## config.mk

```make
export PLATFORM = sky130hd
export DESIGN_NAME = fedp_top
export DESIGN_NICKNAME = d
export VERILOG_FILES = /design/src/common/fedp_pkg.sv /design/src/design/fedp_cfg_regs.sv /design/src/design/fedp_top.sv /design/src/fedp/fedp_align.sv /design/src/fedp/fedp_lzc.sv /design/src/fedp/fedp_mul.sv /design/src/fedp/fedp_norm_round.sv
export SDC_FILE = /design/constraint.sdc
export NUM_CORES = 2
export LEC_CHECK = 0
export ABC_AREA = 1
export ABC_CLOCK_PERIOD_IN_PS = 35100
export BUFFER_PORTS_ARGS = -buffer_cell sky130_fd_sc_hd__buf_4
export CELL_PAD_IN_SITES_DETAIL_PLACEMENT = 1
export CELL_PAD_IN_SITES_GLOBAL_PLACEMENT = 2
export CORE_MARGIN = 4
export CORE_UTILIZATION = 40
export DETAILED_ROUTE_END_ITERATION = 16
export PLACE_DENSITY = 0.95
export SKIP_LAST_GASP = 1
export SLEW_MARGIN = 20
export SYNTH_ARGS = -nofsm -noshare
export SYNTH_HDL_FRONTEND = slang
export SYNTH_SLANG_ARGS = --single-unit
```

## constraint.sdc

```tcl
create_clock -name clk -period 35.1 [get_ports clk]
set_clock_uncertainty 0.05 [all_clocks]
set_input_delay 7.02 -clock clk [delete_from_list [all_inputs] [get_ports clk]]
set_output_delay 7.02 -clock clk [all_outputs]
set_load 0.03 [all_outputs]
```

## src/common/fedp_pkg.sv

```systemverilog
package fedp_pkg;

    // ----------------------------------------
    // Shared widths
    // ----------------------------------------
    // Lanes per request
    localparam int FEDP_LANES  = 2;
    // Accumulator frame width, two's complement
    localparam int FEDP_WA     = 30;
    // Signed internal exponent width
    localparam int FEDP_EXP_W  = 10;
    // Integer addend bits above bit 24
    localparam int FEDP_C_HI_W = 7;

    // ----------------------------------------
    // Data path structs
    // ----------------------------------------
    // Special-value summary carried down the pipe
    typedef struct packed {
        logic is_nan;
        logic is_inf;
        logic sign;
    } fedp_excep_t;

    // One lane, bf16 or int8 in the low byte
    typedef struct packed {
        logic [15:0] a;
        logic [15:0] b;
    } fedp_lane_t;

    // Host configuration
    typedef struct packed {
        logic        is_int;
        logic [31:0] cval;
    } fedp_cfg_t;

    // Per-lane multiplier result
    typedef struct packed {
        logic [15:0]                  sig;
        logic signed [FEDP_EXP_W-1:0] exp;
        logic                         sign;
        logic                         zero;
        logic signed [15:0]           iprod;
    } fedp_prod_lane_t;

    typedef struct packed {
        fedp_prod_lane_t [FEDP_LANES-1:0] lanes;
        fedp_excep_t                      excep;
    } fedp_prod_t;

    // Alignment stage result
    typedef struct packed {
        logic [FEDP_WA-1:0]     acc_sig;
        logic [FEDP_EXP_W-1:0]  max_exp;
        logic                   sticky;
        logic [FEDP_C_HI_W-1:0] cval_hi;
        logic                   is_int;
        fedp_excep_t            excep;
    } fedp_acc_t;

endpackage

```

## src/design/fedp_cfg_regs.sv

```systemverilog
`timescale 1ns/1ps

module fedp_cfg_regs (
    input  logic                clk,
    input  logic                arst_n,
    input  logic                cfg_we,
    input  fedp_pkg::fedp_cfg_t cfg_data,
    output fedp_pkg::fedp_cfg_t cfg
);

    // ----------------------------------------
    // Mode and addend register
    // ----------------------------------------
    // Reset value is float mode with c = +0
    // A write becomes visible to requests from the next cycle
    always_ff @(posedge clk or negedge arst_n) begin
        if (!arst_n) begin
            cfg <= '0;
        end else if (cfg_we) begin
            // Held until the host writes again
            cfg <= cfg_data;
        end
    end

endmodule

```

## src/design/fedp_top.sv

```systemverilog
`timescale 1ns/1ps

module fedp_top #(
    parameter int WA     = fedp_pkg::FEDP_WA,
    parameter int EXP_W  = fedp_pkg::FEDP_EXP_W,
    parameter int C_HI_W = fedp_pkg::FEDP_C_HI_W,
    parameter int LANES  = fedp_pkg::FEDP_LANES
) (
    input  logic                 clk,
    input  logic                 arst_n,
    input  logic                 cfg_we,
    input  fedp_pkg::fedp_cfg_t  cfg_data,
    input  logic                 in_valid,
    input  fedp_pkg::fedp_lane_t in_lanes [LANES],
    output logic                 out_valid,
    output logic [31:0]          result
);
    import fedp_pkg::*;

    fedp_cfg_t  cfg;
    fedp_cfg_t  cfg_q;
    fedp_prod_t prod;
    fedp_acc_t  acc;
    logic       mul_valid;
    logic       acc_valid;

    // ----------------------------------------
    // Configuration
    // ----------------------------------------
    fedp_cfg_regs u_cfg_regs (
        .clk     (clk),
        .arst_n  (arst_n),
        .cfg_we  (cfg_we),
        .cfg_data(cfg_data),
        .cfg     (cfg)
    );

    // ----------------------------------------
    // Three-stage pipeline
    // ----------------------------------------
    // Multiply, then align and accumulate
    fedp_mul #(
        .LANES(LANES)
    ) u_mul (
        .clk      (clk),
        .arst_n   (arst_n),
        .in_valid (in_valid),
        .in_lanes (in_lanes),
        .cfg      (cfg),
        .mul_valid(mul_valid),
        .prod     (prod),
        .cfg_q    (cfg_q)
    );

    fedp_align #(
        .WA    (WA),
        .EXP_W (EXP_W),
        .C_HI_W(C_HI_W)
    ) u_align (
        .clk      (clk),
        .arst_n   (arst_n),
        .mul_valid(mul_valid),
        .prod     (prod),
        .cfg_q    (cfg_q),
        .acc_valid(acc_valid),
        .acc      (acc)
    );

    // Normalize, round and pack
    fedp_norm_round #(
        .WA    (WA),
        .EXP_W (EXP_W),
        .C_HI_W(C_HI_W)
    ) u_norm_round (
        .clk      (clk),
        .arst_n   (arst_n),
        .acc_valid(acc_valid),
        .acc      (acc),
        .out_valid(out_valid),
        .result   (result)
    );

endmodule

```

## src/fedp/fedp_align.sv

```systemverilog
`timescale 1ns/1ps

module fedp_align #(
    parameter int WA     = 30,
    parameter int EXP_W  = 10,
    parameter int C_HI_W = 7
) (
    input  logic                 clk,
    input  logic                 arst_n,
    input  logic                 mul_valid,
    input  fedp_pkg::fedp_prod_t prod,
    input  fedp_pkg::fedp_cfg_t  cfg_q,
    output logic                 acc_valid,
    output fedp_pkg::fedp_acc_t  acc
);
    import fedp_pkg::*;

    // Products plus the addend
    localparam int NT     = FEDP_LANES + 1;
    // Top bit of the largest term, leaves room for sign and carries
    localparam int TOP    = WA - 4;
    localparam int C_LO_W = 32 - C_HI_W;

    logic [WA-1:0]           t_base [NT];
    logic signed [EXP_W-1:0] t_exp  [NT];
    logic                    t_sign [NT];
    logic                    t_zero [NT];
    logic signed [EXP_W-1:0] max_top;
    logic [WA-1:0]           f_sum;
    logic                    f_sticky;
    logic [WA-1:0]           i_sum;
    fedp_acc_t               acc_d;

    // ----------------------------------------
    // Term setup
    // ----------------------------------------
    // Each term left-aligned at TOP, t_exp is the exponent of that bit
    always_comb begin
        for (int i = 0; i < FEDP_LANES; i++) begin
            t_base[i] = WA'(prod.lanes[i].sig) << (TOP - 15);
            t_exp[i]  = prod.lanes[i].exp + EXP_W'(1);
            t_sign[i] = prod.lanes[i].sign;
            t_zero[i] = prod.lanes[i].zero;
        end
        t_base[NT-1] = WA'({1'b1, cfg_q.cval[22:0]}) << (TOP - 23);
        t_exp[NT-1]  = EXP_W'(cfg_q.cval[30:23]);
        t_sign[NT-1] = cfg_q.cval[31];
        t_zero[NT-1] = (cfg_q.cval[30:23] == 8'h00);
    end

    // Largest exponent among the nonzero terms
    always_comb begin
        max_top = {1'b1, {(EXP_W-1){1'b0}}};
        for (int i = 0; i < NT; i++) begin
            if (!t_zero[i] && (t_exp[i] > max_top)) begin
                max_top = t_exp[i];
            end
        end
    end

    // ----------------------------------------
    // Alignment and float accumulation
    // ----------------------------------------
    always_comb begin : float_acc
        logic [EXP_W-1:0] sh;
        logic [WA-1:0]    aligned;
        logic [WA-1:0]    low;

        f_sum    = '0;
        f_sticky = 1'b0;
        for (int i = 0; i < NT; i++) begin
            sh  = max_top - t_exp[i];
            low = '0;
            if (t_zero[i]) begin
                aligned = '0;
            end else if (sh >= EXP_W'(WA)) begin
                // Shifted out entirely
                aligned  = '0;
                f_sticky = f_sticky | (|t_base[i]);
            end else begin
                {aligned, low} = {t_base[i], {WA{1'b0}}} >> sh;
                f_sticky = f_sticky | (|low);
            end
            f_sum = f_sum + (t_sign[i] ? -aligned : aligned);
        end
    end

    // Integer path, products plus low part of c
    always_comb begin
        i_sum = WA'(cfg_q.cval[C_LO_W-1:0]);
        for (int i = 0; i < FEDP_LANES; i++) begin
            i_sum = i_sum + WA'($signed(prod.lanes[i].iprod));
        end
    end

    always_comb begin
        acc_d.acc_sig = cfg_q.is_int ? i_sum : f_sum;
        // Exponent seen when the leading one sits at bit WA-1
        acc_d.max_exp = max_top + EXP_W'(WA - 1 - TOP);
        acc_d.sticky  = cfg_q.is_int ? 1'b0 : f_sticky;
        acc_d.cval_hi = cfg_q.cval[31 -: C_HI_W];
        acc_d.is_int  = cfg_q.is_int;
        acc_d.excep   = prod.excep;
    end

    // ----------------------------------------
    // Stage register
    // ----------------------------------------
    always_ff @(posedge clk or negedge arst_n) begin
        if (!arst_n) begin
            acc_valid <= 1'b0;
        end else begin
            acc_valid <= mul_valid;
        end
    end

    always_ff @(posedge clk) begin
        if (mul_valid) begin
            acc <= acc_d;
        end
    end

endmodule

```

## src/fedp/fedp_lzc.sv

```systemverilog
`timescale 1ns/1ps

module fedp_lzc #(
    parameter int N = 30
) (
    input  logic [N-1:0]         data,
    output logic [$clog2(N)-1:0] count
);

    // ----------------------------------------
    // Leading zero count
    // ----------------------------------------
    // Scan upward so the highest set bit is the last to win
    // All-zero input gives N, truncated when N is a power of two
    // so the caller checks for zero itself
    always_comb begin
        count = ($clog2(N))'(N);
        for (int i = 0; i < N; i++) begin
            if (data[i]) begin
                count = ($clog2(N))'(N - 1 - i);
            end
        end
    end

endmodule

```

## src/fedp/fedp_mul.sv

```systemverilog
`timescale 1ns/1ps

module fedp_mul #(
    parameter int LANES = 2
) (
    input  logic                 clk,
    input  logic                 arst_n,
    input  logic                 in_valid,
    input  fedp_pkg::fedp_lane_t in_lanes [LANES],
    input  fedp_pkg::fedp_cfg_t  cfg,
    output logic                 mul_valid,
    output fedp_pkg::fedp_prod_t prod,
    output fedp_pkg::fedp_cfg_t  cfg_q
);
    import fedp_pkg::*;

    fedp_prod_t prod_d;

    // Addend classification, c takes part in the exception merge
    logic c_nan;
    logic c_inf;
    assign c_nan = (cfg.cval[30:23] == 8'hFF) && (cfg.cval[22:0] != '0);
    assign c_inf = (cfg.cval[30:23] == 8'hFF) && (cfg.cval[22:0] == '0);

    // ----------------------------------------
    // Lane products and exception merge
    // ----------------------------------------
    always_comb begin : lane_mul
        logic [7:0]        a_exp;
        logic [7:0]        b_exp;
        logic              a_zero;
        logic              b_zero;
        logic              a_inf;
        logic              b_inf;
        logic              l_nan;
        logic              any_nan;
        logic              pos_inf;
        logic              neg_inf;
        logic signed [7:0] ia;
        logic signed [7:0] ib;

        prod_d  = '0;
        any_nan = c_nan;
        pos_inf = c_inf & ~cfg.cval[31];
        neg_inf = c_inf & cfg.cval[31];
        for (int i = 0; i < LANES; i++) begin
            a_exp  = in_lanes[i].a[14:7];
            b_exp  = in_lanes[i].b[14:7];
            // Subnormals flush to zero
            a_zero = (a_exp == 8'h00);
            b_zero = (b_exp == 8'h00);
            a_inf  = (a_exp == 8'hFF) && (in_lanes[i].a[6:0] == '0);
            b_inf  = (b_exp == 8'hFF) && (in_lanes[i].b[6:0] == '0);
            // NaN operand, or Inf times zero
            l_nan  = ((a_exp == 8'hFF) && !a_inf) || ((b_exp == 8'hFF) && !b_inf)
                   || (a_inf && b_zero) || (a_zero && b_inf);

            prod_d.lanes[i].sign = in_lanes[i].a[15] ^ in_lanes[i].b[15];
            prod_d.lanes[i].zero = a_zero | b_zero;
            // Hidden-one significands, 8x8 into 16 bits
            if (!(a_zero || b_zero)) begin
                prod_d.lanes[i].sig = {1'b1, in_lanes[i].a[6:0]} * {1'b1, in_lanes[i].b[6:0]};
            end
            // Biased exponent of the 1.x product
            prod_d.lanes[i].exp = FEDP_EXP_W'(a_exp) + FEDP_EXP_W'(b_exp) - FEDP_EXP_W'(127);

            // Integer mode uses the low byte as int8
            ia = in_lanes[i].a[7:0];
            ib = in_lanes[i].b[7:0];
            prod_d.lanes[i].iprod = ia * ib;

            any_nan = any_nan | l_nan;
            if ((a_inf || b_inf) && !l_nan) begin
                if (prod_d.lanes[i].sign) begin
                    neg_inf = 1'b1;
                end else begin
                    pos_inf = 1'b1;
                end
            end
        end

        // Opposite infinities cancel into NaN
        prod_d.excep.is_nan = ~cfg.is_int & (any_nan | (pos_inf & neg_inf));
        prod_d.excep.is_inf = ~cfg.is_int & ~any_nan & (pos_inf ^ neg_inf);
        prod_d.excep.sign   = neg_inf;
    end

    // ----------------------------------------
    // Stage register
    // ----------------------------------------
    always_ff @(posedge clk or negedge arst_n) begin
        if (!arst_n) begin
            mul_valid <= 1'b0;
        end else begin
            mul_valid <= in_valid;
        end
    end

    // Mode and c travel with the request from here on
    always_ff @(posedge clk) begin
        if (in_valid) begin
            prod  <= prod_d;
            cfg_q <= cfg;
        end
    end

endmodule

```

## src/fedp/fedp_norm_round.sv

```systemverilog
`timescale 1ns/1ps

module fedp_norm_round #(
    parameter int WA     = 30,
    parameter int EXP_W  = 10,
    parameter int C_HI_W = 7
) (
    input  logic                clk,
    input  logic                arst_n,
    input  logic                acc_valid,
    input  fedp_pkg::fedp_acc_t acc,
    output logic                out_valid,
    output logic [31:0]         result
);

    logic                    sum_sign;
    logic [WA-1:0]           abs_sum;
    logic                    zero_sum;
    logic [$clog2(WA)-1:0]   lz_count;
    logic [WA-1:0]           shifted;
    logic [23:0]             norm_man;
    logic                    guard_bit;
    logic                    round_bit;
    logic                    sticky_bit;
    logic                    round_up;
    logic [24:0]             rounded;
    logic                    carry_out;
    logic [22:0]             final_man;
    logic signed [EXP_W-1:0] norm_exp;
    logic signed [EXP_W-1:0] final_exp;
    logic [31:0]             fp_result;
    logic [C_HI_W-1:0]       int_hi;
    logic [31:0]             int_result;

    // ----------------------------------------
    // Magnitude and normalization
    // ----------------------------------------
    assign sum_sign = acc.acc_sig[WA-1];
    assign abs_sum  = sum_sign ? -acc.acc_sig : acc.acc_sig;
    assign zero_sum = ~|abs_sum;

    fedp_lzc #(
        .N(WA)
    ) u_lzc (
        .data (abs_sum),
        .count(lz_count)
    );

    // Leading one moves to bit WA-1
    assign shifted  = abs_sum << lz_count;
    assign norm_exp = $signed(acc.max_exp) - EXP_W'(lz_count);

    // ----------------------------------------
    // Round to nearest even
    // ----------------------------------------
    // 24-bit significand, then guard, round and sticky below it
    assign norm_man   = shifted[WA-1 -: 24];
    assign guard_bit  = shifted[WA-25];
    assign round_bit  = shifted[WA-26];
    assign sticky_bit = (|shifted[WA-27:0]) | acc.sticky;
    // Ties go up only when the kept LSB is odd
    assign round_up   = guard_bit & (round_bit | sticky_bit | norm_man[0]);

    assign rounded   = {1'b0, norm_man} + 25'(round_up);
    // 1.11..1 rounding up wraps to 10.00..0, fraction is zero either way
    assign carry_out = rounded[24];
    assign final_man = rounded[22:0];
    assign final_exp = norm_exp + EXP_W'(carry_out);

    // ----------------------------------------
    // fp32 packing
    // ----------------------------------------
    always_comb begin
        if (acc.excep.is_nan) begin
            // Canonical quiet NaN
            fp_result = 32'h7FC0_0000;
        end else if (acc.excep.is_inf) begin
            fp_result = {acc.excep.sign, 8'hFF, 23'd0};
        end else if (zero_sum || (final_exp <= 0)) begin
            // Underflow goes to signed zero, no subnormals
            fp_result = {sum_sign, 31'd0};
        end else if (final_exp >= 255) begin
            fp_result = {sum_sign, 8'hFF, 23'd0};
        end else begin
            fp_result = {sum_sign, final_exp[7:0], final_man};
        end
    end

    // ----------------------------------------
    // Integer completion
    // ----------------------------------------
    // Sign-extended accumulator bits above 24 plus c bits 31..25
    assign int_hi     = C_HI_W'($signed(acc.acc_sig[WA-1:32-C_HI_W])) + acc.cval_hi;
    assign int_result = {int_hi, acc.acc_sig[31-C_HI_W:0]};

    // Output register
    always_ff @(posedge clk or negedge arst_n) begin
        if (!arst_n) begin
            out_valid <= 1'b0;
            result    <= '0;
        end else begin
            out_valid <= acc_valid;
            if (acc_valid) begin
                result <= acc.is_int ? int_result : fp_result;
            end
        end
    end

endmodule

```

==> metrics.txt <==
status=finished, final reports clean; Cell Rows=108; level count of the clock H-tree=2; slowest CP cell=o21ai_0; worst hold path class=reg -> reg; Mapped Cells=~5k; most used flip-flop cell after synthesis=edfxtp_1; Hold Fails Final Rpt=0; total detailed-routing wirelength=between 100000 and 150000 um; total routing usage reported by global routing=0.2639; Resized cells post-CTS=0; Net count, final=between 5k and 6k; number of CTS-inserted buffers=34; most used cells in the layout excluding fill and tap cells=1216 x nand2_1, 890 x inv_1, 505 x nand3_1, 363 x nor2_1, 288 x ha_1; stage delay of the slowest cell on the critical path=840 ps; Die Y=304 um; Worst slew margin=0.3169; fraction of the cycle the final worst path needs=0.4557; Die W=between 300 and 400 um; pin count of the biggest net entering global routing=between 60 and 70; post-DR vias/cell=about 5.3; master cell of the clock root buffer=clkbuf_16; first-pass GRT wire length=~200000 um; RSZ-0062 raised after global routing=false; nature of the critical path startpoint=flip-flop; most numerous cell on the critical path=nand2_1; Tightest Pin Transition=between 1000 and 1500 ps; aggregate global routing overflow=0; number of top-level pins=around 130; Final Setup Violations=0; max-capacitance violation count=0; number of synthesized flops with an enable pin=between 150 and 200; number of nets with antenna violations after routing=0; area inside the core boundary=just under 90000 um^2; number of detailed-route iterations in the first pass=5; fin. max-slew vios=0; cell area after technology mapping=35050 um^2; nature of the critical path endpoint=flip-flop; post-CTS setup buffers=0; number of buffers added on ports=approximately 130; required arrival time at the worst endpoint=35360 ps; count of warnings emitted by yosys=0; most common library cell in the layout ignoring fill and taps=nand2_1; fraction of synthesis flops using an asynchronous set or reset pin=0.2787; clock transition at the registers of the reported paths=roughly 60 ps; number of remaining DRC errors=0; Yosys reg bits=between 200 and 250; total area of sequential cells=about 7000 um^2; clk buf depth=3; kind of cell adding the most delay to the critical path=simple AND/OR/NAND/NOR gates; Critical path buffers and inverters=13; final estimated routing congestion in global placement=0.9384; clock tree from TritonCTS=built; register area share after synthesis=0.1994; share of final-layout standard cells stronger than drive strength 1=0.06673; number of antenna violations at the first check in global routing=8; Highest Clock Rate=between 60 and 70 MHz; number of vias after detailed routing=between 30k and 40k; Final Critical Period=around 16000 ps; start-to-end type of the worst setup path=reg -> reg; Net Count, Synth=approximately 5.7k; initial cell density of the core=0.4033; number of different library cells in the post-synthesis netlist=73; Worst Path Arrival=about 16000 ps; vias in the first global route=34.89k; TritonCTS sink count=between 200 and 250; Avg Inst Size Synth=6.921 um^2; # fillers=11.26k; insertion delay of the later-clocked pin in the worst-skew pair=~550 ps; Sum Neg Setup Slack=0 ps; initial DRC count=around 2.0k; quantity of hold-fixing buffers added after cts=0; Area growth, synth to finish=8.811%; wire length per cell after detailed routing=slightly below 20 um; critical path fanouts, max=20; estimated wirelength of the detail-placed design=104000 um; Multi-input gate area=about 24000 um^2; Die Area=~92000 um^2
cell type report:
cell class                 count  area share
clock buffer                  41     0.02356
clock inverter                20    0.005315
sequential                   244      0.1832
antenna                        1  0.00006562
timing repair buffer         164     0.03229
multi-input combinational   3739      0.6273
tap                         1155     0.03790
inverter                     917     0.09033
sequential cells by signal, indices dropped and copies added (netlist names):
signal,cells
u_mul.prod,91
u_align.acc,52
u_cfg_regs.cfg,33
u_mul.cfg_q,33
u_norm_round.result,32
u_align.acc_valid,1
u_mul.mul_valid,1
u_norm_round.out_valid,1
kinds of logic (layout without fill, tap and decap cells):
group                    Yosys count  count (layout)  synth area share
AO/OA/AOI/OAI                    666             666            0.1049
XOR/XNOR                         239             239           0.06037
adder cells (fa/ha/maj)          499             499            0.2233
buffers and inverters           1081            1142            0.1188
flip-flops                       244             244            0.1994
multiplexers                      24              24          0.007533
other                              0               1                 0
AND/OR/NAND/NOR                 2311            2311            0.2857
worst register-to-register path, delay by kind of cell, from the launching register on:
family                     cells  cell delay [ps]
DFF                            1              450
adders and majority gates      8             2630
AOI/OAI and AO/OA             21             4900
xor gates and xnor gates       2              400
and+or+nand+nor               35             5960
buffers and inverters         13             1350
layer usage:
metal	wire length, um	up-vias	track usage	part of all wire
li1	-	16320	-	-
met1	54880	16350	0.3421	0.44
met2	60170	688	0.4677	0.49
met3	4921	162	0.02693	0.040
met4	3784	4	0.07351	0.031
met5	27	-	0	0.00022
path summary, 6_finish.rpt:
kind | from | endpoint | slack [ps] | depth (start not counted)
max | u_mul.prod[21] | u_align.acc[51] | 19100 | 79
min | u_cfg_regs.cfg[11] | u_mul.cfg_q[11] | 400 | 0
max reg2reg | u_mul.prod[21] | u_align.acc[51] | 19100 | 79
min reg2reg | u_cfg_regs.cfg[11] | u_mul.cfg_q[11] | 400 | 0
max in group asynchronous | arst_n | u_cfg_regs.cfg[7] | 27560 | 2
min in group asynchronous | arst_n | u_norm_round.result[5] | 6280 | 1
cells in the mapped netlist (5+ instances only):
| cell | number | area, um^2 |
|---|---|---|
| mux2i_1 | 5 | 50.05 |
| or2_2 | 8 | 50.05 |
| o21a_1 | 8 | 60.06 |
| nand3_2 | 8 | 80.08 |
| nor2_4 | 12 | 135.1 |
| mux2_2 | 19 | 214.0 |
| buf_2 | 28 | 140.1 |
| ha_1 | 288 | 3603 |
| o211ai_1 | 9 | 67.56 |
| nand3b_1 | 7 | 52.55 |
| nor2_1 | 363 | 1363 |
| buf_6 | 7 | 78.83 |
| xor2_1 | 177 | 1550 |
| a31oi_1 | 18 | 112.6 |
| nor4_1 | 32 | 200.2 |
| nand2_2 | 8 | 50.05 |
| inv_1 | 890 | 3341 |
| nand2_1 | 1216 | 4564 |
| nand3_1 | 505 | 2527 |
| dfrtp_1 | 68 | 1702 |
| a21oi_1 | 275 | 1376 |
| fa_1 | 211 | 4224 |
| nor2_2 | 19 | 118.9 |
| clkbuf_1 | 111 | 416.7 |
| clkinv_1 | 6 | 22.52 |
| a21o_1 | 11 | 82.58 |
| nor3_1 | 29 | 145.1 |
| edfxtp_1 | 176 | 5285 |
| a211oi_1 | 6 | 45.04 |
| o31ai_1 | 8 | 60.06 |
| o21bai_1 | 15 | 112.6 |
| o21ai_1 | 33 | 165.2 |
| and2_1 | 10 | 62.56 |
| o21ai_0 | 236 | 1181 |
| o221ai_1 | 6 | 52.55 |
| xnor2_1 | 59 | 516.8 |
| inv_2 | 20 | 75.07 |
| buf_1 | 13 | 48.80 |
| nand4_1 | 69 | 431.7 |
metrics by stage:
| step | hold slack (ps) | setup WS (ps) | utilization | std cells | instance area [um^2] |
|---|---|---|---|---|---|
| 2_1_floorplan | 301.9 | 22820 | - | 5064 | 35050 |
| 3_3_place_gp | 378.3 | 19720 | 0.4262 | 6219 | 37030 |
| 3_5_place_dp | 385.5 | 19080 | 0.4262 | 6219 | 37030 |
| 4_1_cts | 400.1 | 19070 | 0.4389 | 6280 | 38130 |
| 5_1_grt | 407.8 | 17440 | 0.4389 | 6280 | 38130 |
| 6_report | 399.3 | 19100 | 0.4389 | 6281 | 38130 |
Power is not shown: default switching activity piles up to over one toggle a cycle in this logic, so the estimate is an artifact.
